--- config.mk ---
export PLATFORM = sky130hd
export DESIGN_NAME = backup_flush_flat
export DESIGN_NICKNAME = d
export VERILOG_FILES = /design/src/common/psx_pkg.sv /design/src/common/mem_wr_if.sv /design/src/hw/backup_ram/backup_flush.sv /design/src/flat_wrapper.sv
export VERILOG_INCLUDE_DIRS = /design/src /design/src/common
export SDC_FILE = /design/constraint.sdc
export NUM_CORES = 1
export LEC_CHECK = 0
export BUFFER_PORTS_ARGS = -buffer_cell sky130_fd_sc_hd__clkbuf_2
export CAP_MARGIN = 20
export CORE_ASPECT_RATIO = 0.75
export CORE_MARGIN = 2
export CORE_UTILIZATION = 36
export CTS_CLUSTER_SIZE = 28
export DETAILED_ROUTE_END_ITERATION = 8
export PLACE_DENSITY = 0.86
export SETUP_SLACK_MARGIN = 0.15
export SLEW_MARGIN = 20
export SYNTH_ARGS = -nofsm -noshare
export SYNTH_HDL_FRONTEND = slang
export SYNTH_SLANG_ARGS = --single-unit
--- constraint.sdc ---
create_clock -name clk_1x -period 1.6 [get_ports clk_1x]
set_input_delay 0.24 -clock clk_1x [delete_from_list [all_inputs] [get_ports clk_1x]]
set_output_delay 0.24 -clock clk_1x [all_outputs]
set_load 0.1 [all_outputs]
--- src/common/psx_macros.svh ---
// psx memory loader constants: bus widths, load bases and backup buffer size
`ifndef PSX_MACROS_SVH
`define PSX_MACROS_SVH

// ========================================
// bus widths
// ========================================
// byte address into main memory
`define PSX_ADDR_W 27
`define PSX_DATA_W 32
`define PSX_BE_W 4
// host download and backup buffer word
`define PSX_HALF_W 16

// ========================================
// memory map
// ========================================
`define PSX_BIOS_BASE 32'h0020_0000
`define PSX_EXE_BASE 32'h0040_0000
// backup region, one 512 byte sector per sector number
`define PSX_BACKUP_BASE 32'h0060_0000

// backup buffer, one sector of half-words
`define PSX_BKBUF_DEPTH 256
`define PSX_BKBUF_AW 8
`define PSX_SECTOR_BYTES 512

`endif
--- src/common/psx_pkg.sv ---
// psx loader package: memory write types and the loader state encodings
`include "psx_macros.svh"

package psx_pkg;

	// ========================================
	// memory write payload
	// ========================================
	typedef logic [`PSX_ADDR_W-1:0] mem_addr_t;
	typedef logic [`PSX_DATA_W-1:0] mem_data_t;
	typedef logic [`PSX_BE_W-1:0] mem_be_t;

	// index into the backup sector buffer
	typedef logic [`PSX_BKBUF_AW-1:0] bkbuf_addr_t;

	// ========================================
	// encodings
	// ========================================
	// what the current host download is aimed at
	typedef enum logic [1:0] {
		DL_NONE,
		DL_BIOS,
		DL_EXE
	} dl_target_e;

	// backup flush walk, read then request per entry
	typedef enum logic [1:0] {
		FL_IDLE,
		FL_READ,
		FL_REQ,
		FL_DONE
	} flush_state_e;

	// owner of the shared memory write port
	typedef enum logic [1:0] {
		GNT_NONE,
		GNT_DOWNLOAD,
		GNT_FLUSH
	} grant_e;

endpackage

--- src/common/mem_wr_if.sv ---
// mem_wr_if: valid/ready memory write channel between loader blocks
interface mem_wr_if
	import psx_pkg::*;
();
	// payload stays put from valid rise until valid & ready
	logic valid;
	logic ready;
	mem_addr_t addr;
	mem_data_t data;
	mem_be_t be;

	// source side
	modport producer (output valid, output addr, output data, output be, input ready);

	// sink side
	modport consumer (input valid, input addr, input data, input be, output ready);

endinterface

--- src/hw/backup_ram/backup_flush.sv ---
// backup flush: walks the sector buffer and writes each entry to memory
`include "psx_macros.svh"

module backup_flush
	import psx_pkg::*;
(
	input logic clk_1x,
	input logic rst_n,
	input logic flush_start,
	input logic [7:0] sector,
	output logic flush_busy,
	output logic flush_done,
	output bkbuf_addr_t rd_addr,
	input logic [`PSX_HALF_W-1:0] rd_data,
	mem_wr_if.producer wr
);

	flush_state_e state;
	bkbuf_addr_t idx;
	logic [7:0] sector_q;
	logic can_start;
	logic last_entry;
	mem_addr_t entry_addr;

	// a start only counts when not already walking
	assign can_start = (state == FL_IDLE) || (state == FL_DONE);
	assign last_entry = (idx == bkbuf_addr_t'(`PSX_BKBUF_DEPTH - 1));

	// ========================================
	// walk FSM
	// ========================================
	always_ff @(posedge clk_1x or negedge rst_n) begin
		if (!rst_n) begin
			state <= FL_IDLE;
			idx <= '0;
		end else begin
			case (state)
				FL_IDLE, FL_DONE: begin
					idx <= '0;
					if (flush_start) begin
						state <= FL_READ;
					end else begin
						state <= FL_IDLE;
					end
				end
				// ram needs one clock for the entry
				FL_READ: begin
					state <= FL_REQ;
				end
				FL_REQ: begin
					if (wr.valid && wr.ready) begin
						if (last_entry) begin
							state <= FL_DONE;
						end else begin
							idx <= idx + 1'b1;
							state <= FL_READ;
						end
					end
				end
				default: begin
					state <= FL_IDLE;
				end
			endcase
		end
	end

	// sector captured with the start pulse
	always_ff @(posedge clk_1x) begin
		if (can_start && flush_start) begin
			sector_q <= sector;
		end
	end

	assign flush_busy = (state == FL_READ) || (state == FL_REQ);
	// single cycle, busy already low here
	assign flush_done = (state == FL_DONE);

	// ========================================
	// write forming
	// ========================================
	// idx held through the request so rd_data stays stable
	assign rd_addr = idx;

	// base + sector * 512 + entry * 2
	assign entry_addr = mem_addr_t'(`PSX_BACKUP_BASE)
		+ mem_addr_t'(sector_q) * mem_addr_t'(`PSX_SECTOR_BYTES)
		+ mem_addr_t'({idx, 1'b0});

	assign wr.valid = (state == FL_REQ);
	assign wr.addr = entry_addr;
	// half-word on both lanes, enables pick the live one
	assign wr.data = {rd_data, rd_data};
	assign wr.be = entry_addr[1] ? mem_be_t'(4'b1100) : mem_be_t'(4'b0011);

endmodule

--- src/flat_wrapper.sv ---
// flat-port wrapper written by rule: the top's interface ports become plain ports
module backup_flush_flat import psx_pkg::*;
  (clk_1x, rst_n, flush_start, sector, flush_busy, flush_done, rd_addr, rd_data, wr_valid, wr_addr, wr_data, wr_be, wr_ready);
  mem_wr_if wr_i ();
  input logic clk_1x;
  input logic rst_n;
  input logic flush_start;
  input logic [7:0] sector;
  output logic flush_busy;
  output logic flush_done;
  output bkbuf_addr_t rd_addr;
  input logic [`PSX_HALF_W-1:0] rd_data;
  output wire logic [$bits(wr_i.valid)-1:0] wr_valid;
  output wire logic [$bits(wr_i.addr)-1:0] wr_addr;
  output wire logic [$bits(wr_i.data)-1:0] wr_data;
  output wire logic [$bits(wr_i.be)-1:0] wr_be;
  input wire logic [$bits(wr_i.ready)-1:0] wr_ready;
  assign wr_valid = wr_i.valid;
  assign wr_addr = wr_i.addr;
  assign wr_data = wr_i.data;
  assign wr_be = wr_i.be;
  assign wr_i.ready = wr_ready;
  backup_flush u_core (.clk_1x(clk_1x), .rst_n(rst_n), .flush_start(flush_start), .sector(sector), .flush_busy(flush_busy), .flush_done(flush_done), .rd_addr(rd_addr), .rd_data(rd_data), .wr(wr_i));
endmodule
# Word level (Yosys, flattened, before mapping)

Cells that the tools add are included.

Output and inout port bits: 74
Logic and storage cells: 28
Bits in registers: 18
Input bits: 28

$add $sub $neg: 3
Equality and inequality tests: 6
Muxes and demuxes: 8
Reduce and logical (&&, ||, !) cells: 8

Operators with widths:

| operator                 | number |
|---|---|
| $add A27 B9 Y27          | 1 |
| $add A23 B17 Y24 const A | 1 |
| $mux W8                  | 2 |
| $pmux W8 S2              | 1 |
| $add A8 B1 Y8 const B    | 1 |
| $eq A8 B8 Y1 const B     | 1 |
| $pmux W2 S3              | 1 |
| $eq A2 B2 Y1 const B     | 2 |
| $mux W2                  | 2 |
| $mux W4                  | 1 |
| $ne A2 B2 Y1 const B     | 2 |
| $reduce_and A3 Y1        | 1 |
| $eq A2 B1 Y1 const B     | 1 |
| $logic_and A1 B1 Y1      | 2 |
| $logic_not A2 Y1         | 1 |
| $logic_or A1 B1 Y1       | 2 |
| $reduce_bool A2 Y1       | 1 |
| $reduce_or A2 Y1         | 1 |
| $mux W1                  | 1 |

# Logic depth before layout (Yosys ltp)

Word-level depth: 4
Mapped depth: 7
Depth with buffers taken out: 6

# Worst setup path before layout

Ideal clock, no wire load.

Kind: reg-to-output
Start: register u_core.idx[0] (netlist: u_core.rd_addr[0])
End: output wr_be[1]
Arrival: 2170 ps
Path buffers: 1
Data required time: 1360 ps
Cell stages (with the launch flop): 3
Path slack: -810 ps
Cells stage by stage: dfrtp_1 > inv_1 > buf_4

Word-level cells in the longest chain between the ends: 2

RTL lines:

| element                | RTL line           | source |
|---|---|---|
| start, declared        | backup_flush.sv:19 | `bkbuf_addr_t idx;` |
| start signal, assigned | backup_flush.sv:55 | `idx <= idx + 1'b1;` |
| $add A27 B9 Y27        | backup_flush.sv:85 | `` assign entry_addr = mem_addr_t'(`PSX_BACKUP_BASE) `` |
| $mux W4                | backup_flush.sv:93 | `assign wr.be = entry_addr[1] ? mem_be_t'(4'b1100) : mem_be_t'(4'b0011);` |
| end, declared          | flat_wrapper.sv:16 | `output wire logic [$bits(wr_i.be)-1:0] wr_be;` |

No other way between the ends.

# Worst setup path in the final report

Start: register u_core.idx[0] (netlist: u_core.rd_addr[0])
End: register u_core.idx[7] (netlist: u_core.rd_addr[7])

Word-level cells in the longest chain between the ends: 4
Elaborated cells on any way between the ends: 7
Classes of those cells: add/sub: 1; eq/ne: 2; mux: 3; reduce/logical: 1

RTL lines:

| element       | RTL line           | source |
|---|---|---|
| $add A8 B1 Y8 | backup_flush.sv:55 |  |
| $mux W8       | backup_flush.sv:52 | `if (last_entry) begin` |
| $mux W8       | backup_flush.sv:51 | `if (wr.valid && wr.ready) begin` |
| $pmux W8 S2   | backup_flush.sv:37 | `case (state)` |

Parallel ways exist; a longest one is shown, timed or not. The select of a mux whose other input is x is not followed.
A chain may end at the register's enable or synchronous reset.

==> flow_metrics.tcl <==
set metrics [dict create \
    path_common_cell "and3_4" \
    fp.dieW_um 74.19 \
    start_kind "flip-flop" \
    synth.top_cell.area_share_pct 30.48 \
    grt_overflow 0 \
    cts_tree "done" \
    rrSetupSlack_ns 0.01 \
    synth_seq_cells 18 \
    endpoint "u_core.rd_addr[7]" \
    yosys.area_share.simple_pct 9.972 \
    stdcell_area_mm2 0.001565 \
    startpoint "u_core.rd_addr[0]" \
    ys_warn_count 0 \
    async_flop_share_pct 55.56 \
    worstMarginPinSlew_ns 0.5414 \
    fmax_mhz 629.4 \
    cts-root-buf "clkbuf_8" \
    worst_skew_pair.late_latency_ns 0.25 \
    drc 0 \
    endpoint_kind "flip-flop" \
    vias_per_cell 4.449 \
    switching_power_uw 1697 \
    wl_per_cell_um 12.53 \
    power_leakage_uw 0.0006998 \
    grt_pass1_wl_um 3636 \
    final_cell_mix "clkbuf_2 (25), conb_1 (11), buf_4 (11)" \
    placed_cell_area_mm2 0.001405 \
    fin_crit_sh_pct 99.31 \
    clk_pin_slew_worst_paths_ns 0.06 \
    wirelength_um 2456 \
    setup_viol 0 \
    synth-adder-area-share_pct 4.704 \
    mappedNetlistArea_mm2 0.001330 \
    dp_worst_setup_slack_ns 0.01435 \
    final_common_cell "clkbuf_2" \
    synth_cell_types 34 \
    drive_gt1_share_pct 59.03 \
    coreArea_mm2 0.003590 \
    p_int_uw 1385 \
    detail-route-antenna-nets 0 \
    grt_max_degree 16 \
    drv_cap 0 \
    vias 872 \
    finalMaxSlewViolations 0 \
    status "finished, final reports clean" \
    yosysTopAreaCell "buf_4" \
    cts.sink_count 18 \
    final.setup.worst_slack_ns 0.01109 \
    crit_slowest_cell "dfrtp_4" \
    dieArea_mm2 0.004202 \
    cts_buffer_depth 2 \
    area_delta_synth_final_pct 17.69 \
    synth_top_family_by_area "buffers and inverters" \
    dp_hpwl_um 1688 \
    synthXorXnorAreaFrac_pct 0.6585 \
    antenna_found_initial 0 \
    start_util_pct 37.05 \
    rsz0062_at_grt "yes" \
    pin_count 102 \
    timing.rr.start "u_core.rd_addr[0]" \
    n_antenna_cell 0 \
    combPwrFrac_pct 68.9 \
    synthTopCellsByArea "buf_4 (30%), dfrtp_1 (19%), edfxtp_1 (18%)" \
    powerDensity_mw_per_mm2 1969 \
    gp_congestion 0.8546 \
    slowest_delay_ns 0.49 \
    r2r_end "u_core.rd_addr[7]" \
    first_global_vias 774 \
    r2r_cells 5 \
    synth_ff_type "dfrtp_1" \
    path_max_fanout 6 \
    syn_inst 134 \
    finalHoldViolations 0 \
    cts-htree-levels 1 \
    ys_seq_area_share_pct 36.88 \
    crit_chain "ha_4 -> and3_4 -> a211oi_4 -> and3_4 -> o22ai_1" \
    synth_edf_count 8 \
    fin_crit_ns 1.589 \
    drtIter0Drc 83 \
    path_class "flip-flop to flip-flop" \
    swShare_pct 55.06 \
    seqPwrFrac_pct 20.6 \
    track_usage_pct 11.60 \
    cts_made_buffers 3 \
    muxShareOfSynthArea_pct 0.7526 \
    avgSynthCellArea_um2 9.926 \
    tns_ns 0 \
    dr.pass1.iters 4 \
    clkPwrFrac_pct 10.5 \
    slew_headroom_pct 64.06 \
    worstHoldPathType "input pin to flip-flop" \
    nNetsFinal 178 \
    ir_worst_vdd_v 0.001031 \
    synth-compound-area-share_pct 12.79 \
    fin_skew_ns 0.0008093 \
    rows 19 \
    die_y_um 56.64 \
    critPathArrivalTime_ns 1.72 \
    required_ns 1.73 \
    io_buffers 42 \
    hold_depth 1 \
]
==> cells in the mapped netlist (2+ instances only) <==
| cell type | number |
|---|---|
| and3_2 | 2 |
| buf_4 | 54 |
| conb_1 | 2 |
| dfrtp_1 | 10 |
| edfxtp_1 | 8 |
| ha_1 | 5 |
| inv_1 | 7 |
| nand2_1 | 8 |
| nand3_1 | 3 |
| nand4_1 | 3 |
| nor2_1 | 3 |
| o21ai_0 | 5 |
| o22ai_1 | 3 |
==> metal layers <==
metal  wire (um)  up-vias  global-route usage (%)  share of wire, %
li1            -      411                       -                 -
met1        1067      416                   15.02                43
met2        1145       41                   16.33                47
met3         201        4                   4.129               8.2
met4          42        0                   7.013               1.7
met5           0        -                       0                 0
==> critical path: cells and delay by family (launching register included) <==
| family | cells | cell delay, ns |
|---|---|---|
| and+or+nand+nor | 2 | 0.42 |
| DFF | 1 | 0.49 |
| AOI/OAI and AO/OA | 2 | 0.36 |
| adders and majority gates | 1 | 0.19 |
==> registers in the layout, indices dropped and copies added, names as in the netlist <==
name             count
u_core.rd_addr       8
u_core.state         2
u_core.sector_q      8
==> cell families after synthesis <==
family,count (synthesis)
compound gates,21
xor+xnor,1
fa+ha+maj,5
buf+inv,63
flops,18
mux,1
other cells,2
simple gates,23
==> timing repair <==
item / CTS / global route
pin swaps: 3 / 2
endpoints found under the hold margin: 10 / 0
resized for setup: 7 / 16
hold buffers: 1 / 0
setup buffers: 4 / 0
endpoints found under the setup margin: 12 / 20
gates cloned: 0 / 0
==> through the flow <==
stage | cells | power, uW | utilization (%) | hold WS (ns)
after CTS | 196 | 3029 | 42.35 | 0.1533
after global routing | 196 | 3212 | 43.60 | 0.1486
after detailed placement | 187 | 2643 | 39.14 | 0.1209
after floorplan | 143 | 2579 | - | -0.05559
after global placement | 187 | 2624 | 39.14 | 0.1185
final | 196 | 3082 | 43.60 | 0.1604
==> worst min path at each step <==
stage,from,slack (ns),to
3_3_place_gp,rst_n,0.12,u_core.rd_addr[3]
5_1_grt,sector[5],0.15,u_core.sector_q[5]
3_5_place_dp,rst_n,0.12,u_core.rd_addr[3]
6_report,sector[3],0.16,u_core.sector_q[3]
2_1_floorplan,rst_n,-0.06,u_core.rd_addr[2]
4_1_cts,sector[5],0.15,u_core.sector_q[5]
==> power groups by stage <==
stage / registers, uW / logic, uW / clock network [uW]
finish: 636 / 2120 / 322
floorplan: 1100 / 1480 / 0
CTS: 632 / 2070 / 332
detailed placement: 638 / 2000 / 0
global route: 643 / 2220 / 349
global placement: 632 / 1990 / 0
==> area by class of cell <==
type	count	area (um2)
Tap cell	52	65.06
Fill cell	340	2024
Inverter	7	33.78
Multi-Input combinational cell	62	505.5
Timing Repair Buffer	53	410.4
Clock buffer	4	45.04
Sequential cell	18	505.5
Power figures use the tool's default switching activity.
