## config.mk

```make
export PLATFORM = sky130hd
export DESIGN_NAME = mem_write_arbiter_flat
export DESIGN_NICKNAME = d
export VERILOG_FILES = /design/src/common/psx_pkg.sv /design/src/common/mem_wr_if.sv /design/src/hw/mem_write_arbiter.sv /design/src/flat_wrapper.sv
export VERILOG_INCLUDE_DIRS = /design/src /design/src/common
export SDC_FILE = /design/constraint.sdc
export NUM_CORES = 1
export LEC_CHECK = 0
export BUFFER_PORTS_ARGS = -buffer_cell sky130_fd_sc_hd__buf_4
export CAP_MARGIN = 40
export CELL_PAD_IN_SITES_DETAIL_PLACEMENT = 1
export CELL_PAD_IN_SITES_GLOBAL_PLACEMENT = 2
export CORE_UTILIZATION = 12
export DETAILED_ROUTE_END_ITERATION = 12
export HOLD_SLACK_MARGIN = 0.02
export PLACE_DENSITY = 0.93
export REMOVE_ABC_BUFFERS = 1
export SETUP_SLACK_MARGIN = 0.1
export SLEW_MARGIN = 20
export SYNTH_ARGS = -nofsm -noshare
export SYNTH_HDL_FRONTEND = slang
export SYNTH_SLANG_ARGS = --single-unit
```

## constraint.sdc

```tcl
create_clock -name clk_1x -period 3.65 [get_ports clk_1x]
set_input_delay 0.1825 -clock clk_1x [delete_from_list [all_inputs] [get_ports clk_1x]]
set_output_delay 0.1825 -clock clk_1x [all_outputs]
set_load 0.05 [all_outputs]
```

## src/common/psx_macros.svh

```systemverilog
// psx memory loader constants: bus widths, load bases and backup buffer size
`ifndef PSX_MACROS_SVH
`define PSX_MACROS_SVH

// ========================================
// bus widths
// ========================================
// byte address into main memory
`define PSX_ADDR_W 27
`define PSX_DATA_W 32
`define PSX_BE_W 4
// host download and backup buffer word
`define PSX_HALF_W 16

// ========================================
// memory map
// ========================================
`define PSX_BIOS_BASE 32'h0020_0000
`define PSX_EXE_BASE 32'h0040_0000
// backup region, one 512 byte sector per sector number
`define PSX_BACKUP_BASE 32'h0060_0000

// backup buffer, one sector of half-words
`define PSX_BKBUF_DEPTH 256
`define PSX_BKBUF_AW 8
`define PSX_SECTOR_BYTES 512

`endif
```

## src/common/psx_pkg.sv

```systemverilog
// psx loader package: memory write types and the loader state encodings
`include "psx_macros.svh"

package psx_pkg;

	// ========================================
	// memory write payload
	// ========================================
	typedef logic [`PSX_ADDR_W-1:0] mem_addr_t;
	typedef logic [`PSX_DATA_W-1:0] mem_data_t;
	typedef logic [`PSX_BE_W-1:0] mem_be_t;

	// index into the backup sector buffer
	typedef logic [`PSX_BKBUF_AW-1:0] bkbuf_addr_t;

	// ========================================
	// encodings
	// ========================================
	// what the current host download is aimed at
	typedef enum logic [1:0] {
		DL_NONE,
		DL_BIOS,
		DL_EXE
	} dl_target_e;

	// backup flush walk, read then request per entry
	typedef enum logic [1:0] {
		FL_IDLE,
		FL_READ,
		FL_REQ,
		FL_DONE
	} flush_state_e;

	// owner of the shared memory write port
	typedef enum logic [1:0] {
		GNT_NONE,
		GNT_DOWNLOAD,
		GNT_FLUSH
	} grant_e;

endpackage

```

## src/common/mem_wr_if.sv

```systemverilog
// mem_wr_if: valid/ready memory write channel between loader blocks
interface mem_wr_if
	import psx_pkg::*;
();
	// payload stays put from valid rise until valid & ready
	logic valid;
	logic ready;
	mem_addr_t addr;
	mem_data_t data;
	mem_be_t be;

	// source side
	modport producer (output valid, output addr, output data, output be, input ready);

	// sink side
	modport consumer (input valid, input addr, input data, input be, output ready);

endinterface

```

## src/hw/mem_write_arbiter.sv

```systemverilog
// memory write arbiter: shares one write port between download and flush
module mem_write_arbiter
	import psx_pkg::*;
(
	input logic clk_1x,
	input logic rst_n,
	mem_wr_if.consumer dl,
	mem_wr_if.consumer fl,
	mem_wr_if.producer out
);

	grant_e owner;
	grant_e sel;
	logic xfer;

	// ========================================
	// grant select
	// ========================================
	// held grant wins, otherwise download before flush
	always_comb begin
		if (owner != GNT_NONE) begin
			sel = owner;
		end else if (dl.valid) begin
			sel = GNT_DOWNLOAD;
		end else if (fl.valid) begin
			sel = GNT_FLUSH;
		end else begin
			sel = GNT_NONE;
		end
	end

	// ========================================
	// output mux
	// ========================================
	always_comb begin
		case (sel)
			GNT_DOWNLOAD: begin
				out.valid = dl.valid;
				out.addr = dl.addr;
				out.data = dl.data;
				out.be = dl.be;
			end
			GNT_FLUSH: begin
				out.valid = fl.valid;
				out.addr = fl.addr;
				out.data = fl.data;
				out.be = fl.be;
			end
			default: begin
				out.valid = 1'b0;
				out.addr = '0;
				out.data = '0;
				out.be = '0;
			end
		endcase
	end

	// ready only reaches the owner, the loser keeps waiting
	assign dl.ready = (sel == GNT_DOWNLOAD) & out.ready;
	assign fl.ready = (sel == GNT_FLUSH) & out.ready;

	assign xfer = out.valid & out.ready;

	// grant held until the transfer clock
	always_ff @(posedge clk_1x or negedge rst_n) begin
		if (!rst_n) begin
			owner <= GNT_NONE;
		end else if (xfer) begin
			owner <= GNT_NONE;
		end else begin
			owner <= sel;
		end
	end

endmodule

```

## src/flat_wrapper.sv

```systemverilog
// flat-port wrapper written by rule: the top's interface ports become plain ports
module mem_write_arbiter_flat import psx_pkg::*;
  (clk_1x, rst_n, dl_valid, dl_addr, dl_data, dl_be, dl_ready, fl_valid, fl_addr, fl_data, fl_be, fl_ready, out_valid, out_addr, out_data, out_be, out_ready);
  mem_wr_if dl_i ();
  mem_wr_if fl_i ();
  mem_wr_if out_i ();
  input logic clk_1x;
  input logic rst_n;
  input wire logic [$bits(dl_i.valid)-1:0] dl_valid;
  input wire logic [$bits(dl_i.addr)-1:0] dl_addr;
  input wire logic [$bits(dl_i.data)-1:0] dl_data;
  input wire logic [$bits(dl_i.be)-1:0] dl_be;
  output wire logic [$bits(dl_i.ready)-1:0] dl_ready;
  input wire logic [$bits(fl_i.valid)-1:0] fl_valid;
  input wire logic [$bits(fl_i.addr)-1:0] fl_addr;
  input wire logic [$bits(fl_i.data)-1:0] fl_data;
  input wire logic [$bits(fl_i.be)-1:0] fl_be;
  output wire logic [$bits(fl_i.ready)-1:0] fl_ready;
  output wire logic [$bits(out_i.valid)-1:0] out_valid;
  output wire logic [$bits(out_i.addr)-1:0] out_addr;
  output wire logic [$bits(out_i.data)-1:0] out_data;
  output wire logic [$bits(out_i.be)-1:0] out_be;
  input wire logic [$bits(out_i.ready)-1:0] out_ready;
  assign dl_i.valid = dl_valid;
  assign dl_i.addr = dl_addr;
  assign dl_i.data = dl_data;
  assign dl_i.be = dl_be;
  assign dl_ready = dl_i.ready;
  assign fl_i.valid = fl_valid;
  assign fl_i.addr = fl_addr;
  assign fl_i.data = fl_data;
  assign fl_i.be = fl_be;
  assign fl_ready = fl_i.ready;
  assign out_valid = out_i.valid;
  assign out_addr = out_i.addr;
  assign out_data = out_i.data;
  assign out_be = out_i.be;
  assign out_i.ready = out_ready;
  mem_write_arbiter u_core (.clk_1x(clk_1x), .rst_n(rst_n), .dl(dl_i), .fl(fl_i), .out(out_i));
endmodule
```

# Word level (Yosys, flattened, before mapping)
# Cells that the tools add are included.
# word_totals
register_bits,2
in_bits,131
wordCells,15
# classes
eq_ne,2
muxes,8
bitwise,3
n_reduce_logical,1
# op_table
cell,n
$pmux W32 S2,1
$pmux W27 S2,1
$mux W2,4
$pmux W4 S2,1
$and A1 B1 Y1,3
$eq A2 B1 Y1 const B,1
$eq A2 B2 Y1 const B,1
$pmux W1 S2,1
$reduce_bool A2 Y1,1

# Longest topological paths before layout
# logic_depth
depth_word,7
ltp_mapped,7

# Worst setup path after synthesis
# OpenSTA, ideal clock, no wires.
# synth_path
kind,reg2out
start,register u_core.owner[0]
end,output port out_addr[0]
t_arrival_ns,2.007
required_ns,3.467
setup_slack_ns,1.460
path_stages_with_launch,7
path_cell_list,dfrtp_1 nor3b_1 or2_2 ha_1 buf_2 buf_2 nor2_1
# synth_via
elab_chain_cells,4
elab_cells_between_ends,5
classes_between,2 x eq/ne; 2 x mux; 1 x reduce/logical
# synth_lines
item,line_no,rtl
from (decl),mem_write_arbiter.sv:12,grant_e owner;
from (signal assigned),mem_write_arbiter.sv:71,owner <= sel;
$reduce_bool A2 Y1,mem_write_arbiter.sv:21,if (owner != GNT_NONE) begin
$mux W2 *,mem_write_arbiter.sv:21,
$eq A2 B2 Y1 or $eq A2 B1 Y1 (tied branches),mem_write_arbiter.sv:36,case (sel)
$pmux W27 S2 *,mem_write_arbiter.sv:36,
to (decl),flat_wrapper.sv:20,output wire logic [$bits(out_i.addr)-1:0] out_addr;
# Mark *: on every way between the ends. The rest lies on a longest branch, timed or not.

# Worst setup path in the final report
# layout_path
start,register u_core.owner[0]
end,output port out_data[15]
# layout_via
elab_chain_cells,4
elab_cells_between_ends,5
classes_between,2 x eq/ne; 2 x mux; 1 x reduce/logical
# layout_lines
item,line_no,rtl
$reduce_bool A2 Y1,mem_write_arbiter.sv:21,
$mux W2 *,mem_write_arbiter.sv:21,
$eq A2 B2 Y1 or $eq A2 B1 Y1 (tied branches),mem_write_arbiter.sv:36,
$pmux W32 S2 *,mem_write_arbiter.sv:36,
to (decl),flat_wrapper.sv:21,output wire logic [$bits(out_i.data)-1:0] out_data;
# Marks and branches as above.

==> results summary <==
197 I/O pins were placed. The multiplexer area fraction after synthesis is 0%. The design draws 3.12 mW. The root buffer cell chosen for the clock tree is sky130_fd_sc_hd__clkbuf_8. The largest registers in the layout are u_core.owner x2. The count of mapped cells out of synthesis came out at 164.

The DRC marker count from the first detailed-route iteration is 42. Summing the areas of all and, or, nand and nor instances in the mapped netlist gives 25.0% of the synthesized area. The number of buffers inserted to repair setup after CTS came out at 0. In this design, the largest share of critical-path delay is due to simple AND/OR/NAND/NOR gates. The count of nets left with antenna violations once routing finished came out at 0. Summed over all layers, the routed wires come to 6380 um. The number of sinks driven by the clock tree came out at 2. Setup repair after global routing left no endpoint under its margin. The post-synthesis average cell area is 7.20 um^2. The average wire per cell in the routed design is 13.4 um. In this run the cell area of the synthesized design comes to 0.00118 mm^2. The flow ran to the end, and the final reports show no timing, DRC or antenna violations.

The dominant combinational cell family by area after synthesis is compound AO/OA/AOI/OAI gates. Walking the worst path, the cells encountered are nor3b_1 > or2_2 > ha_2 > buf_12 > a22oi_1 > nor2_1 > buf_4. In this run the static leakage power is 1.38 nW. The length of the first detailed-routing pass in iterations is 3. The first global-routing pass estimated 9470 um of wire. The area share of the leading cell type in the synthesized netlist is 27.3%.

The H-tree depth reported by CTS is 1. Entering global routing, the biggest net connects 66 pins. The number of buffers inserted by port buffering came out at 196.

The via count of the first global-routing pass came out at 2126. The sum of negative setup slack is 0 ns. The number of failing hold endpoints at the final stage is 0. The starting utilization of the core area came out at 12.6%. The number of CTS-inserted buffers came out at 3. The top cell types in the final layout, fill and taps aside, are 197 x sky130_fd_sc_hd__buf_4, 65 x sky130_fd_sc_hd__nor2_1, 43 x sky130_fd_sc_hd__a22oi_1. The half-perimeter wire length after detailed placement came out at 5050 um. u_core.owner holds more flip-flops than any other register.

No sink is reached through more buffers than the 2 on the longest clock path. Dividing the detail-routed via count by the number of cells gives 4.27. The warning count from the yosys run is 0. The worst min-delay path category is input pin to flip-flop. The count of cells resized by post-cts repair came out at 0.

The minimum hold slack is 0.316 ns. The transition time at the pin with the least slew margin is 0.669 ns. The highest fanout seen on the critical path came out at 35. The total die area is 0.0102 mm^2. The post-placement worst setup slack is 1.15 ns. The synthesized-area fraction occupied by adder cells came out at 2.12%. The number of buffers and inverters on the critical path is 2.

Counting distinct cell types in the post-synthesis netlist gives 16. The number of placed cells counting well taps came out at 471. The ratio of total power to cell area is 1150 mW/mm^2. By startpoint and endpoint, the worst setup path is classified as flip-flop to primary output.

The final RePlAce weighted congestion is 0.700. The maximum clock rate is 0.373 GHz. Sorting the synthesized cells by area gives the leading types as sky130_fd_sc_hd__a22oi_1 27%, sky130_fd_sc_hd__a22oi_2 21%, sky130_fd_sc_hd__nor2_1 21%. The headroom to the max-slew limit is 55.4%. The final critical-path required period is 2.68 ns. The number of remaining DRC errors came out at 0.

The total number of vias came out at 2028. The overall routing resource usage came out at 11.3%. At the worst endpoint, the arrival time is 2.50 ns. Summing the areas of all xor and xnor instances in the mapped netlist gives 0% of the synthesized area. On the final layout, the worst clock skew is 0.00143 ns.

The final net count is 481. The area overhead of the layout relative to synthesis is 129%. Clock-pin slew was measured on the worst setup and hold paths at 0.03 ns. After synthesis, flip-flops and latches occupy 4.24% of the total area. On the worst path, the slowest cell contributes a delay of 0.60 ns. The antenna cell count is 0.

The clock reaches the later pin of the worst-skew pair after 0.21 ns. The multi-input combinational cell area is 926 um^2. For this design, the slowest cell found on the critical path is sky130_fd_sc_hd__ha_2. The final number of max-transition violations is 0. The register with the most flip-flops in the layout has 2 of them. The chip width is 101 um. The kind of start point of the critical path is a flip-flop. The die outline height came out at 101 um. STA classifies the critical path endpoint as a primary output. The fraction of final layout cells with drive strength greater than 1 is 65.6%. The data required time at the worst endpoint is 3.47 ns. TritonCTS built the clock tree.

The cell taking the most area after synthesis is sky130_fd_sc_hd__a22oi_1. The post-route worst setup slack came out at 0.967 ns. Across the VDD grid, the largest voltage drop is 0.000451 V. The max capacitance violation total is 0. The core region is 0.00937 mm^2. The row count came out at 35. The number of fillers in the final layout is 1210. The number of antenna violations at the first check in global routing was 0. The worst path uses 73.5% of the clock period. The flop and latch count out of synthesis is 2. The leftover overflow at the end of global routing came out at 0.

The register cell area after layout came out at 50.0 um^2. The non-filler instance count after layout came out at 475. The library cell used most frequently in the layout, excluding fill and tap cells, is sky130_fd_sc_hd__buf_4. The final setup violation count is 0. The synthesized netlist devotes 50.8% of its cell area to compound gates.
-- final cells by class --
type	count	area share [%]
tap	129	5.96
multi-input combinational	141	34.2
clock buffer	3	1.52
timing repair buffer	200	56.5
sequential	2	1.85
-- per-stage QoR --
| step | cell area (um^2) | utilization (%) |
|---|---|---|
| 5_1_grt | 2710 | 28.9 |
| 6_report | 2710 | 28.9 |
| 3_3_place_gp | 2660 | 28.3 |
| 2_1_floorplan | 971 | - |
| 4_1_cts | 2710 | 28.9 |
| 3_5_place_dp | 2660 | 28.3 |
-- cell usage after synthesis --
cell,instances
sky130_fd_sc_hd__a2bb2oi_1,2
sky130_fd_sc_hd__and2_1,2
sky130_fd_sc_hd__dfrtp_1,2
sky130_fd_sc_hd__buf_12,2
sky130_fd_sc_hd__buf_6,4
sky130_fd_sc_hd__or2_2,2
sky130_fd_sc_hd__a22oi_2,20
sky130_fd_sc_hd__nor2_1,65
sky130_fd_sc_hd__ha_1,2
sky130_fd_sc_hd__buf_4,4
sky130_fd_sc_hd__a22oi_1,43
sky130_fd_sc_hd__a22o_2,1
sky130_fd_sc_hd__buf_8,4
sky130_fd_sc_hd__nor3b_1,1
sky130_fd_sc_hd__nor2b_1,3
sky130_fd_sc_hd__buf_2,7
-- path summary, 6_finish.rpt --
check | start | endpoint | slack (ns) | cells past startpoint
max | u_core.owner[0]$_DFF_PN0_ | out_data[15] | 0.97 | 7
min | dl_valid | u_core.owner[1]$_DFF_PN0_ | 0.32 | 3
max reg2reg | u_core.owner[0]$_DFF_PN0_ | u_core.owner[1]$_DFF_PN0_ | 1.64 | 5
min reg2reg | u_core.owner[0]$_DFF_PN0_ | u_core.owner[0]$_DFF_PN0_ | 0.60 | 1
max in group asynchronous | rst_n | u_core.owner[0]$_DFF_PN0_ | 3.23 | 2
min in group asynchronous | rst_n | u_core.owner[1]$_DFF_PN0_ | 0.33 | 2
-- layer usage --
metal	share of wire, %	GRT usage [%]	wire length, um
met2	53	23.6	3380
met5	0	0	0
met3	12	3.11	737
met4	0.85	1.67	54
met1	35	11.0	2210
-- timing repair --
action,CTS,global route
setup endpoints to repair,0,0
endpoints found under the hold margin,2,0
hold buffers,1,0
-- worst min-delay path, cell delays in order --
cell                        delay, ns
sky130_fd_sc_hd__buf_4           0.10
sky130_fd_sc_hd__nor3b_1         0.06
sky130_fd_sc_hd__a2bb2oi_1       0.13
-- kinds of logic after synthesis --
family | after synthesis
and+or+nand+nor | 73
AOI/OAI and AO/OA | 66
buffers and inverters | 21
adders and majority gates | 2
DFF | 2
-- power by group --
part,switching (mW),internal (mW)
Combinational,2.11,0.877
Clock,0.0184,0.0698
Sequential,0.0107,0.0333
(Power assumes the default switching activity.)
