[src/common/psx_macros.svh]
// psx memory loader constants: bus widths, load bases and backup buffer size
`ifndef PSX_MACROS_SVH
`define PSX_MACROS_SVH

// ========================================
// bus widths
// ========================================
// byte address into main memory
`define PSX_ADDR_W 27
`define PSX_DATA_W 32
`define PSX_BE_W 4
// host download and backup buffer word
`define PSX_HALF_W 16

// ========================================
// memory map
// ========================================
`define PSX_BIOS_BASE 32'h0020_0000
`define PSX_EXE_BASE 32'h0040_0000
// backup region, one 512 byte sector per sector number
`define PSX_BACKUP_BASE 32'h0060_0000

// backup buffer, one sector of half-words
`define PSX_BKBUF_DEPTH 256
`define PSX_BKBUF_AW 8
`define PSX_SECTOR_BYTES 512

`endif
[src/common/psx_pkg.sv]
// psx loader package: memory write types and the loader state encodings
`include "psx_macros.svh"

package psx_pkg;

	// ========================================
	// memory write payload
	// ========================================
	typedef logic [`PSX_ADDR_W-1:0] mem_addr_t;
	typedef logic [`PSX_DATA_W-1:0] mem_data_t;
	typedef logic [`PSX_BE_W-1:0] mem_be_t;

	// index into the backup sector buffer
	typedef logic [`PSX_BKBUF_AW-1:0] bkbuf_addr_t;

	// ========================================
	// encodings
	// ========================================
	// what the current host download is aimed at
	typedef enum logic [1:0] {
		DL_NONE,
		DL_BIOS,
		DL_EXE
	} dl_target_e;

	// backup flush walk, read then request per entry
	typedef enum logic [1:0] {
		FL_IDLE,
		FL_READ,
		FL_REQ,
		FL_DONE
	} flush_state_e;

	// owner of the shared memory write port
	typedef enum logic [1:0] {
		GNT_NONE,
		GNT_DOWNLOAD,
		GNT_FLUSH
	} grant_e;

endpackage

[src/common/mem_wr_if.sv]
// mem_wr_if: valid/ready memory write channel between loader blocks
interface mem_wr_if
	import psx_pkg::*;
();
	// payload stays put from valid rise until valid & ready
	logic valid;
	logic ready;
	mem_addr_t addr;
	mem_data_t data;
	mem_be_t be;

	// source side
	modport producer (output valid, output addr, output data, output be, input ready);

	// sink side
	modport consumer (input valid, input addr, input data, input be, output ready);

endinterface

[src/hw/rom_download/rom_download_packer.sv]
// rom download packer: packs host half-words into 32-bit memory writes
`include "psx_macros.svh"

module rom_download_packer
	import psx_pkg::*;
(
	input logic clk_1x,
	input logic rst_n,
	input logic ioctl_download,
	input logic [7:0] ioctl_index,
	input logic ioctl_wr,
	input mem_addr_t ioctl_addr,
	input logic [`PSX_HALF_W-1:0] ioctl_dout,
	output logic ioctl_wait,
	output logic load_exe,
	mem_wr_if.producer wr
);

	dl_target_e target_d;
	dl_target_e target;
	logic exe_q;
	logic word_pending;
	logic dl_active;
	mem_addr_t base_addr;
	mem_addr_t word_addr;
	logic [`PSX_HALF_W-1:0] lo_half;
	logic [`PSX_HALF_W-1:0] hi_half;

	// ========================================
	// download classification
	// ========================================
	// index 0 bios, 255 is codes and gets dropped
	always_comb begin
		if (!ioctl_download) begin
			target_d = DL_NONE;
		end else if (ioctl_index == 8'd0) begin
			target_d = DL_BIOS;
		end else if (ioctl_index != 8'hff) begin
			target_d = DL_EXE;
		end else begin
			target_d = DL_NONE;
		end
	end

	always_ff @(posedge clk_1x or negedge rst_n) begin
		if (!rst_n) begin
			target <= DL_NONE;
			exe_q <= 1'b0;
			load_exe <= 1'b0;
		end else begin
			target <= target_d;
			exe_q <= (target == DL_EXE);
			// one pulse once the exe download has gone away
			load_exe <= exe_q & (target != DL_EXE);
		end
	end

	assign dl_active = (target != DL_NONE);
	assign base_addr = (target == DL_BIOS) ? mem_addr_t'(`PSX_BIOS_BASE)
		: mem_addr_t'(`PSX_EXE_BASE);

	// ========================================
	// half-word packing
	// ========================================
	// low half carries the word address, high half completes it
	always_ff @(posedge clk_1x) begin
		if (dl_active && ioctl_wr) begin
			if (!ioctl_addr[1]) begin
				lo_half <= ioctl_dout;
				word_addr <= base_addr + ioctl_addr;
			end else begin
				hi_half <= ioctl_dout;
			end
		end
	end

	// word waits here until the arbiter takes it
	always_ff @(posedge clk_1x or negedge rst_n) begin
		if (!rst_n) begin
			word_pending <= 1'b0;
		end else if (wr.valid && wr.ready) begin
			word_pending <= 1'b0;
		end else if (dl_active && ioctl_wr && ioctl_addr[1]) begin
			word_pending <= 1'b1;
		end
	end

	// host held off for exactly as long as the word is outstanding
	assign ioctl_wait = word_pending;

	assign wr.valid = word_pending;
	assign wr.addr = word_addr;
	assign wr.data = {hi_half, lo_half};
	// full word always
	assign wr.be = '1;

endmodule

[src/flat_wrapper.sv]
// flat-port wrapper written by rule: the top's interface ports become plain ports
module rom_download_packer_flat import psx_pkg::*;
  (clk_1x, rst_n, ioctl_download, ioctl_index, ioctl_wr, ioctl_addr, ioctl_dout, ioctl_wait, load_exe, wr_valid, wr_addr, wr_data, wr_be, wr_ready);
  mem_wr_if wr_i ();
  input logic clk_1x;
  input logic rst_n;
  input logic ioctl_download;
  input logic [7:0] ioctl_index;
  input logic ioctl_wr;
  input mem_addr_t ioctl_addr;
  input logic [`PSX_HALF_W-1:0] ioctl_dout;
  output logic ioctl_wait;
  output logic load_exe;
  output wire logic [$bits(wr_i.valid)-1:0] wr_valid;
  output wire logic [$bits(wr_i.addr)-1:0] wr_addr;
  output wire logic [$bits(wr_i.data)-1:0] wr_data;
  output wire logic [$bits(wr_i.be)-1:0] wr_be;
  input wire logic [$bits(wr_i.ready)-1:0] wr_ready;
  assign wr_valid = wr_i.valid;
  assign wr_addr = wr_i.addr;
  assign wr_data = wr_i.data;
  assign wr_be = wr_i.be;
  assign wr_i.ready = wr_ready;
  rom_download_packer u_core (.clk_1x(clk_1x), .rst_n(rst_n), .ioctl_download(ioctl_download), .ioctl_index(ioctl_index), .ioctl_wr(ioctl_wr), .ioctl_addr(ioctl_addr), .ioctl_dout(ioctl_dout), .ioctl_wait(ioctl_wait), .load_exe(load_exe), .wr(wr_i));
endmodule
[config.mk]
export PLATFORM = sky130hd
export DESIGN_NAME = rom_download_packer_flat
export DESIGN_NICKNAME = d
export VERILOG_FILES = /design/src/common/psx_pkg.sv /design/src/common/mem_wr_if.sv /design/src/hw/rom_download/rom_download_packer.sv /design/src/flat_wrapper.sv
export VERILOG_INCLUDE_DIRS = /design/src /design/src/common
export SDC_FILE = /design/constraint.sdc
export NUM_CORES = 1
export LEC_CHECK = 0
export BUFFER_PORTS_ARGS = -buffer_cell sky130_fd_sc_hd__buf_2
export CAP_MARGIN = 30
export CELL_PAD_IN_SITES_DETAIL_PLACEMENT = 2
export CELL_PAD_IN_SITES_GLOBAL_PLACEMENT = 2
export CORE_MARGIN = 1.5
export CORE_UTILIZATION = 32
export CTS_BUF_LIST = sky130_fd_sc_hd__clkbuf_8
export DETAILED_ROUTE_END_ITERATION = 8
export GPL_ROUTABILITY_DRIVEN = 0
export PLACE_DENSITY = 0.83
export SKIP_CTS_REPAIR_TIMING = 1
export SLEW_MARGIN = 0
export SYNTH_ARGS = -nofsm -noshare
export SYNTH_HDL_FRONTEND = slang
export SYNTH_SLANG_ARGS = --single-unit
[constraint.sdc]
create_clock -name clk_1x -period 7.1 [get_ports clk_1x]
set_clock_uncertainty 0.15 [all_clocks]
set_input_delay 1.065 -clock clk_1x [delete_from_list [all_inputs] [get_ports clk_1x]]
set_output_delay 1.065 -clock clk_1x [all_outputs]
set_load 0.02 [all_outputs]
-- Word-level counts from Yosys, hierarchy flattened
Cells that the tools add are included.
- add/sub/neg operators: 1
- reduce and logical (&&, ||, !) cells: 8
- eq/ne operators: 4
- bitwise logic cells: 2
- mux-type cells: 6
- operator list (operator ; number):
    $add A27 B27 Y27 ; 1
    $mux W23 ; 1
    $logic_not A8 Y1 ; 1
    $ne A8 B8 Y1 const B ; 1
    $mux W2 ; 3
    $reduce_and A2 Y1 ; 2
    $reduce_bool A2 Y1 ; 2
    $logic_and A1 B1 Y1 ; 3
    $eq A2 B1 Y1 const B ; 1
    $eq A2 B2 Y1 const B ; 1
    $mux W1 ; 2
    $ne A2 B2 Y1 const B ; 1
    $and A1 B1 Y1 ; 1
    $not A1 Y1 ; 1
- output and inout port bits: 66
- input port bits: 56
- bits in registers: 64
- logic and storage cells: 28

-- Depth between registers and ports, before layout
Gate-level depths: netlist (run 1).
- depth in word-level cells: 5
- gate-level depth with buffers: 7
- mapped depth without buffers: 7

-- Worst setup path after synthesis (run 1)
OpenSTA, ideal clock, no wires.
- kind: input -> register
- from: input port ioctl_wr
- to: register u_core.lo_half[0], enable pin
- data required time: 6.506 ns
- arrival time: 3.008 ns
- setup slack: 3.498 ns
- stages on the path: 2
- library setup time: 0.444 ns
- buffers on the path: 0
- cell sequence: o21ai_0 -> nor2_1
- word-level cells in the longest chain between the ends: 2
- RTL lines (item ; RTL line ; RTL):
    start, declared ; flat_wrapper.sv:9 ; input logic ioctl_wr;
    $logic_and A1 B1 Y1 ; rom_download_packer.sv:67 ; if (dl_active && ioctl_wr) begin
    $reduce_and A2 Y1 (no source line) ; -- ;
    end signal, assigned ; rom_download_packer.sv:69 ; lo_half <= ioctl_dout;
    end, declared ; rom_download_packer.sv:26 ; logic [`PSX_HALF_W-1:0] lo_half;
Every way passes these cells.
A chain may end at the register's enable or synchronous reset.

-- Worst setup path in the final report (run 1)
- from: input port ioctl_wr
- to: register u_core.word_addr[1], in the netlist u_core.wr.addr[1], enable pin
- word-level cells in the longest chain between the ends: 2
- RTL lines (item ; RTL line ; RTL):
    $logic_and A1 B1 Y1 ; rom_download_packer.sv:67 ;
    $reduce_and A2 Y1 (no source line) ; -- ;
    end signal, assigned ; rom_download_packer.sv:70 ; word_addr <= base_addr + ioctl_addr;
    end, declared ; rom_download_packer.sv:25 ; mem_addr_t word_addr;
Every way passes these cells.

==> results of run 1 <==
-- where the power goes --
group	leakage, uW	switching [uW]	total [uW]	internal (uW)
sequential	0.000605	3.76	429	426
clock	0.000107	136	293	156
combinational	0.000590	37.6	59.9	22.3
-- per-layer routing --
layer,up-vias,share of wire,GRT usage
met4,0,0.020,0.0894
met3,9,0.11,0.0535
li1,630,-,-
met5,-,0,0
met1,680,0.36,0.198
met2,90,0.51,0.302
-- cell families after synthesis --
| logic type | synth area share |
|---|---|
| flops | 0.880 |
| simple gates | 0.0459 |
| buf+inv | 0.0261 |
| xor+xnor | 0.0163 |
| compound gates | 0.00929 |
| fa+ha+maj | 0.0209 |
| other cells | 0.00174 |
-- how the worst max path moves through the flow --
stage / depth (start not counted) / slack [ns] / endpoint
after floorplan: 2 / 3.50 / u_core.lo_half[0]
after global placement: 3 / 4.28 / u_core.lo_half[4]
after detailed placement: 4 / 4.48 / u_core.wr.addr[15]
after CTS: 4 / 4.83 / u_core.wr.addr[1]
after global routing: 4 / 4.76 / u_core.lo_half[9]
final: 4 / 4.86 / u_core.wr.addr[1]
-- cells in the final DEF (no fill, tap or decap) --
master	instances
a21o_1	1
nor2b_1	2
or4_1	2
buf_12	1
o21ai_0	1
fa_1	1
bufinv_16	1
nand4_1	3
xnor2_1	3
clkbuf_8	9
dfrtp_1	5
nor3b_1	1
nor2_1	4
xor2_1	1
clkinv_2	3
nor2_4	1
conb_1	4
edfxtp_1	59
ha_1	2
inv_1	8
buf_4	1
nand2b_1	2
nand2_1	2
o31ai_1	1
buf_2	117
and2_1	1
-- layout make-up --
| type | instances | area, um^2 | area share |
|---|---|---|---|
| clock buffers | 9 | 124 | 0.0409 |
| clock inverters | 7 | 56.3 | 0.0186 |
| repair buffers | 119 | 613 | 0.203 |
| inverters | 5 | 18.8 | 0.00620 |
| multi-input cells | 32 | 221 | 0.0732 |
| well taps | 77 | 96.3 | 0.0318 |
| flip-flops and latches | 64 | 1900 | 0.627 |
-- per-stage QoR --
stage | total power (uW) | cells
6_report | 782 | 313
3_3_place_gp | 491 | 296
4_1_cts | 792 | 313
3_5_place_dp | 498 | 297
2_1_floorplan | 465 | 106
5_1_grt | 810 | 313
-- critical path: stages --
cell,delay [ns]
buf_2,0.08
o21ai_0,0.21
nor2_4,0.49
buf_12,0.27
-- registers in the layout, indices dropped and copies added (netlist names) --
signal	count
u_core.exe_q	1
u_core.hi_half	16
u_core.ioctl_wait	1
u_core.lo_half	16
u_core.load_exe	1
u_core.target	2
u_core.wr.addr	27
==> results.txt, run 1 <==
EDFF count, synth: 59
final number of setup-violating endpoints: 0
sequential area share after synthesis: 0.880
CP Launch Type: input port
failing checks: DRC
RSZ-0062 raised after global routing: no
pre-CTS setup slack: 4.48 ns
hold path depth: 1
critical path arrival: 2.13 ns
leakage: 0.00130 uW
Tot GR Track Use: 0.176
Std-Cell Rows: 29
core area: 6420 um^2
initial antenna violation count: 0
H-tree level count: 3
antenna-violating nets left: 0
Reg-to-Reg Start: u_core.target[1]
clk slew on worst S/H paths: 0.06 ns
Critical Path Start: ioctl_wr
worst flop-to-flop path endpoint: u_core.wr.addr[25]
Antenna diodes: 0
Hold Crit Endpoint: u_core.exe_q
library cells used by synthesis: 20
highest ir drop seen on vdd: 0.122 mV
drt initial violations: 56
Top Ports: 122
R2R cell count: 7
CTS Buf Count: 9
Clock Path Buffers: 2
via count: 1409
crit-path max FO: 28
Slew Limit Fails: 0
HP Start: u_core.target[0]
worst-margin pin slew: 0.604 ns
die width: 85.1 um
part of the cycle the worst path needs: 0.316
Max Cap Violations: 0
clock sink total: 64
Hold Path Class: register to register
first-pass GRT wire length: 9.03 mm
# fillers: 614
final setup margin: 4.86 ns
Fmax achieved: 446 MHz
vias in the first global route: 1509
placed inst area: 2850 um^2
most common library cells after synthesis: edfxtp_1 (59), buf_4 (5), dfrtp_1 (5), inv_1 (5), nor2_1 (5)
Pre-antenna DRT Iters: 7
final setup TNS: 0 ns
layout cells sized above 1: 0.564
count of final hold-check violations: 0
worst-skew pair later-pin latency: 0.33 ns
DRC Markers: 14
critical path endpoint category: register
area share of the largest cell type after synthesis: 0.822
largest net degree at the start of global routing: 29
flops & latches, synth: 64
Layout area overhead: 40.4%
Avg Cell Area, Syn: 20.9 um^2
Initial Util: 0.336
Data required, critical path: 6.99 ns
outcome: finished with violations
Power Dens Cells: 258 nW/um^2
fin crit period: 2.24 ns
synthesized area: 2160 um^2
DRT Wirelength: 6.14 mm
Post-DP HPWL: 4.66 mm
top_reg_cell synth: edfxtp_1
Die Ht: 85.1 um
Final Util: 0.471
WL/cell: 19.6 um
gate count after technology mapping: 103
drt via density: 4.50
CTS tree: done
r2r setup slk: 5.20 ns
Async SR Flop Fraction: 0.0781
Syn. warnings: 0
# port buffers: 117
hold slack: 0.323 ns
critical path type: input port to register
Root Buffer: clkbuf_8
design area: 3030 um^2
Final nets: 290
most frequent cell after synthesis: edfxtp_1
Die ar.: 7240 um^2
Synth area leaders: edfxtp_1 (82%), dfrtp_1 (5.8%), buf_4 (1.7%)
Synth area leader: edfxtp_1
relative slew slack: 0.593
grt total ovfl: 0
Power figures use the tool's default switching activity.
==> run 2: changes to the inputs <==
ABC_AREA = 1   (was default)
CORE_UTILIZATION = 26   (was 32)
PLACE_DENSITY = 0.73   (was 0.83)
clock period = 1.9 ns   (was 7.1 ns; I/O delays follow)
==> run 2 against run 1 <==
Against the previous run:
- the flow now finishes without violations
- non-clock buffer count rose by 36
- clock power rose to 3.7 times the previous value
- final cell count grew 27%
- via count is 15% higher
- total power grew to 3.8 times the previous value
- critical path depth up 3
- critical endpoint is now u_core.wr.addr[24]
- highest routed layer unchanged
==> results.txt, run 2 <==
outcome: completed (was finished with violations)
Post-Synth XOR/XNOR Area: 0.00792 (was 0.0163)
final setup margin: 0.142 ns (was 4.86 ns)
synthesized area: 2210 um^2 (was 2160 um^2)
slowest stage cell, crit path: dfrtp_1 (was nor2_4)
layout cells sized above 1: 0.478 (was 0.564)
Synth Area in Compound Gates: 0.00566 (was 0.00929)
Tot GR Track Use: 0.123 (was 0.176)
post-synthesis mux area share: 0 (unchanged)
Avg Cell Area, Syn: 17.8 um^2 (was 20.9 um^2)
sequential area share after synthesis: 0.857 (was 0.880)
DRC Markers: 0 (was 14)
grt total ovfl: 0 (unchanged)
initial antenna violation count: 0 (unchanged)
commonest non-fill, non-tap cell in the layout: buf_2 (unchanged)
flops & latches, synth: 64 (unchanged)
Hold Path Class: input port to register (was register to register)
area share of the largest cell type after synthesis: 0.801 (was 0.822)
crit-path max FO: 4 (was 28)
clk slew on worst S/H paths: 0.07 ns (was 0.06 ns)
critical path endpoint category: register (unchanged)
via count: 1627 (was 1409)
placed inst area: 2950 um^2 (was 2850 um^2)
Async SR Flop Fraction: 0.0781 (unchanged)
CP Launch Type: register (was input port)
Initial Util: 0.269 (was 0.336)
Antenna diodes: 0 (unchanged)
# port buffers: 117 (unchanged)
first-pass GRT wire length: 7.80 mm (was 9.03 mm)
final number of setup-violating endpoints: 0 (unchanged)
Top Ports: 122 (unchanged)
fin crit period: 1.76 ns
Final nets: 347 (was 290)
simple-gate area share of the yosys netlist: 0.0696 (was 0.0459)
pre-CTS setup slack: 0.0733 ns (was 4.48 ns)
Slew Limit Fails: 0 (unchanged)
cell family with most CP delay: flip-flops (was simple AND/OR/NAND/NOR gates)
Synth area leaders: edfxtp_1 (80%), dfrtp_1 (5.7%), nand2_1 (2.5%) (was edfxtp_1 (82%), dfrtp_1 (5.8%), buf_4 (1.7%))
Layout area overhead: 57.5% (was 40.4%)
Std-Cell Rows: 33 (was 29)
worst-skew pair later-pin latency: 0.32 ns (was 0.33 ns)
drt initial violations: 34 (was 56)
final setup TNS: 0 ns (unchanged)
antenna-violating nets left: 0 (unchanged)
Final Util: 0.424 (was 0.471)
library cells used by synthesis: 19 (was 20)
Pre-antenna DRT Iters: 4 (was 7)
Fmax achieved: 569 MHz
most common library cells after synthesis: edfxtp_1 (59), nand2_1 (15), inv_1 (12), nor2_1 (12) (was edfxtp_1 (59), buf_4 (5), dfrtp_1 (5), inv_1 (5), nor2_1 (5))
clock sink total: 64 (unchanged)
RSZ-0062 raised after global routing: no (unchanged)
CTS Buf Count: 9 (unchanged)
critical path arrival: 1.69 ns (was 2.13 ns)
Power Dens Cells: 855 nW/um^2 (was 258 nW/um^2)
Data required, critical path: 1.83 ns (was 6.99 ns)
design area: 3480 um^2 (was 3030 um^2)
crit-path cells: nor2_1 > buf_4 > inv_1 > ha_1 > a21o_1 > nand3b_1 > nand2_1 (was buf_2 > o21ai_0 > nor2_4 > buf_12)
WL/cell: 15.5 um (was 19.6 um)
non-filler cells, final: 398 (was 313)
post-synthesis adder-cell area fraction: 0.0204 (was 0.0209)
highest ir drop seen on vdd: 0.400 mV (was 0.122 mV)
vias in the first global route: 1519 (was 1509)
EDFF count, synth: 59 (unchanged)
largest net degree at the start of global routing: 44 (was 29)
DRT Wirelength: 6.17 mm (was 6.14 mm)
H-tree level count: 3 (unchanged)
leakage: 0.00150 uW (was 0.00130 uW)
max reg flops: 27 (unchanged)
placed cell count: 347 (was 297)
Max stage delay on crit path: 0.39 ns (was 0.49 ns)
Die Ht: 95.2 um (was 85.1 um)
Syn. warnings: 0 (unchanged)
die width: 95.2 um (was 85.1 um)
largest family of logic cells by synthesized area: simple AND/OR/NAND/NOR gates (unchanged)
top_reg_cell synth: edfxtp_1 (unchanged)
part of the cycle the worst path needs: 0.925
Synth area leader: edfxtp_1 (unchanged)
drt via density: 4.09 (was 4.50)
# fillers: 861 (was 614)
core area: 8220 um^2 (was 6420 um^2)
count of final hold-check violations: 0 (unchanged)
Die ar.: 9070 um^2 (was 7240 um^2)
critical path type: register to register (was input port to register)
Clock Path Buffers: 2 (unchanged)
Post-DP HPWL: 4.25 mm (was 4.66 mm)
Root Buffer: clkbuf_8 (unchanged)
most frequent cell after synthesis: edfxtp_1 (unchanged)
most frequent cells in the layout: buf_2 (117), edfxtp_1 (59), dlygate4sd3_1 (35) (was buf_2 (117), edfxtp_1 (59), clkbuf_8 (9))
gate count after technology mapping: 124 (was 103)
worst path buffer plus inverter count: 2 (unchanged)
CTS tree: done (unchanged)
Max Cap Violations: 0 (unchanged)
## run 2: changes by cell type in the layout (fill, tap and decap cells not counted), sizes merged, moves of 2 or more
cell / change
clkinvlp: +2
dlygate4sd3: +35
inv: +4
nand2: +14
nand2b: -2
nand3b: +2
nand4: -3
nor2: +9
nor2b: -2
or4: -2
xnor2: -2
## run 2: worst reg2reg max path: cells and delay by family, from the launching register on
kind            cells  cell delay [ns]
fa+ha+maj           1             0.26
flops               1             0.39
compound gates      1             0.22
simple gates        3             0.31
buf+inv             2             0.19
## run 2: area by class of cell
cell class                 instances  area [um^2]  share of cell area
multi-input combinational         46          254              0.0729
inverter                          12         45.0              0.0129
timing repair buffer             155          971               0.279
clock buffer                       9          124              0.0355
tap                              105          131              0.0377
clock inverter                     7         62.6              0.0180
sequential                        64         1900               0.544
## run 2: path summary, 6_finish.rpt
check,from,end,slack [ns],cells after the start
worst max-delay path,u_core.target[1],u_core.wr.addr[24],0.14,7
worst max register to register,u_core.target[1],u_core.wr.addr[24],0.14,7
worst min register to register,u_core.target[0],u_core.exe_q,0.32,1
min in group asynchronous,rst_n,u_core.exe_q,0.15,2
worst min-delay path,ioctl_dout[13],u_core.lo_half[13],0.04,1
max in group asynchronous,rst_n,u_core.load_exe,1.31,2
## run 2: kinds of logic (layout without fill, tap and decap cells)
| group | count (synthesis) | count (layout) |
|---|---|---|
| adder cells (fa/ha/maj) | 3 | 3 |
| XOR/XNOR | 2 | 2 |
| flip-flops | 64 | 64 |
| buffers and inverters | 17 | 183 |
| other | 1 | 4 |
| AO/OA/AOI/OAI | 2 | 2 |
| AND/OR/NAND/NOR | 35 | 35 |
## run 2: through the flow
stage	total power (uW)	hold WS, ns
2_1_floorplan	1740	-0.161
3_3_place_gp	1850	-0.0364
3_5_place_dp	1860	-0.0385
4_1_cts	2970	-0.408
5_1_grt	3120	0.0236
6_report	2980	0.0422
## run 2: routing by layer
layer	wire (um)	up-vias	global-route usage
met2	3180	83	0.202
li1	-	751	-
met1	2480	784	0.141
met3	389	9	0.0335
met4	117	0	0.0784
met5	0	-	0
## run 2: where the power goes
part,leakage [uW],internal [uW],switching (uW)
clock network,0.0000901,591,500
registers,0.000605,1590,12.9
logic,0.000804,132,155
total,0.00150,2310,668
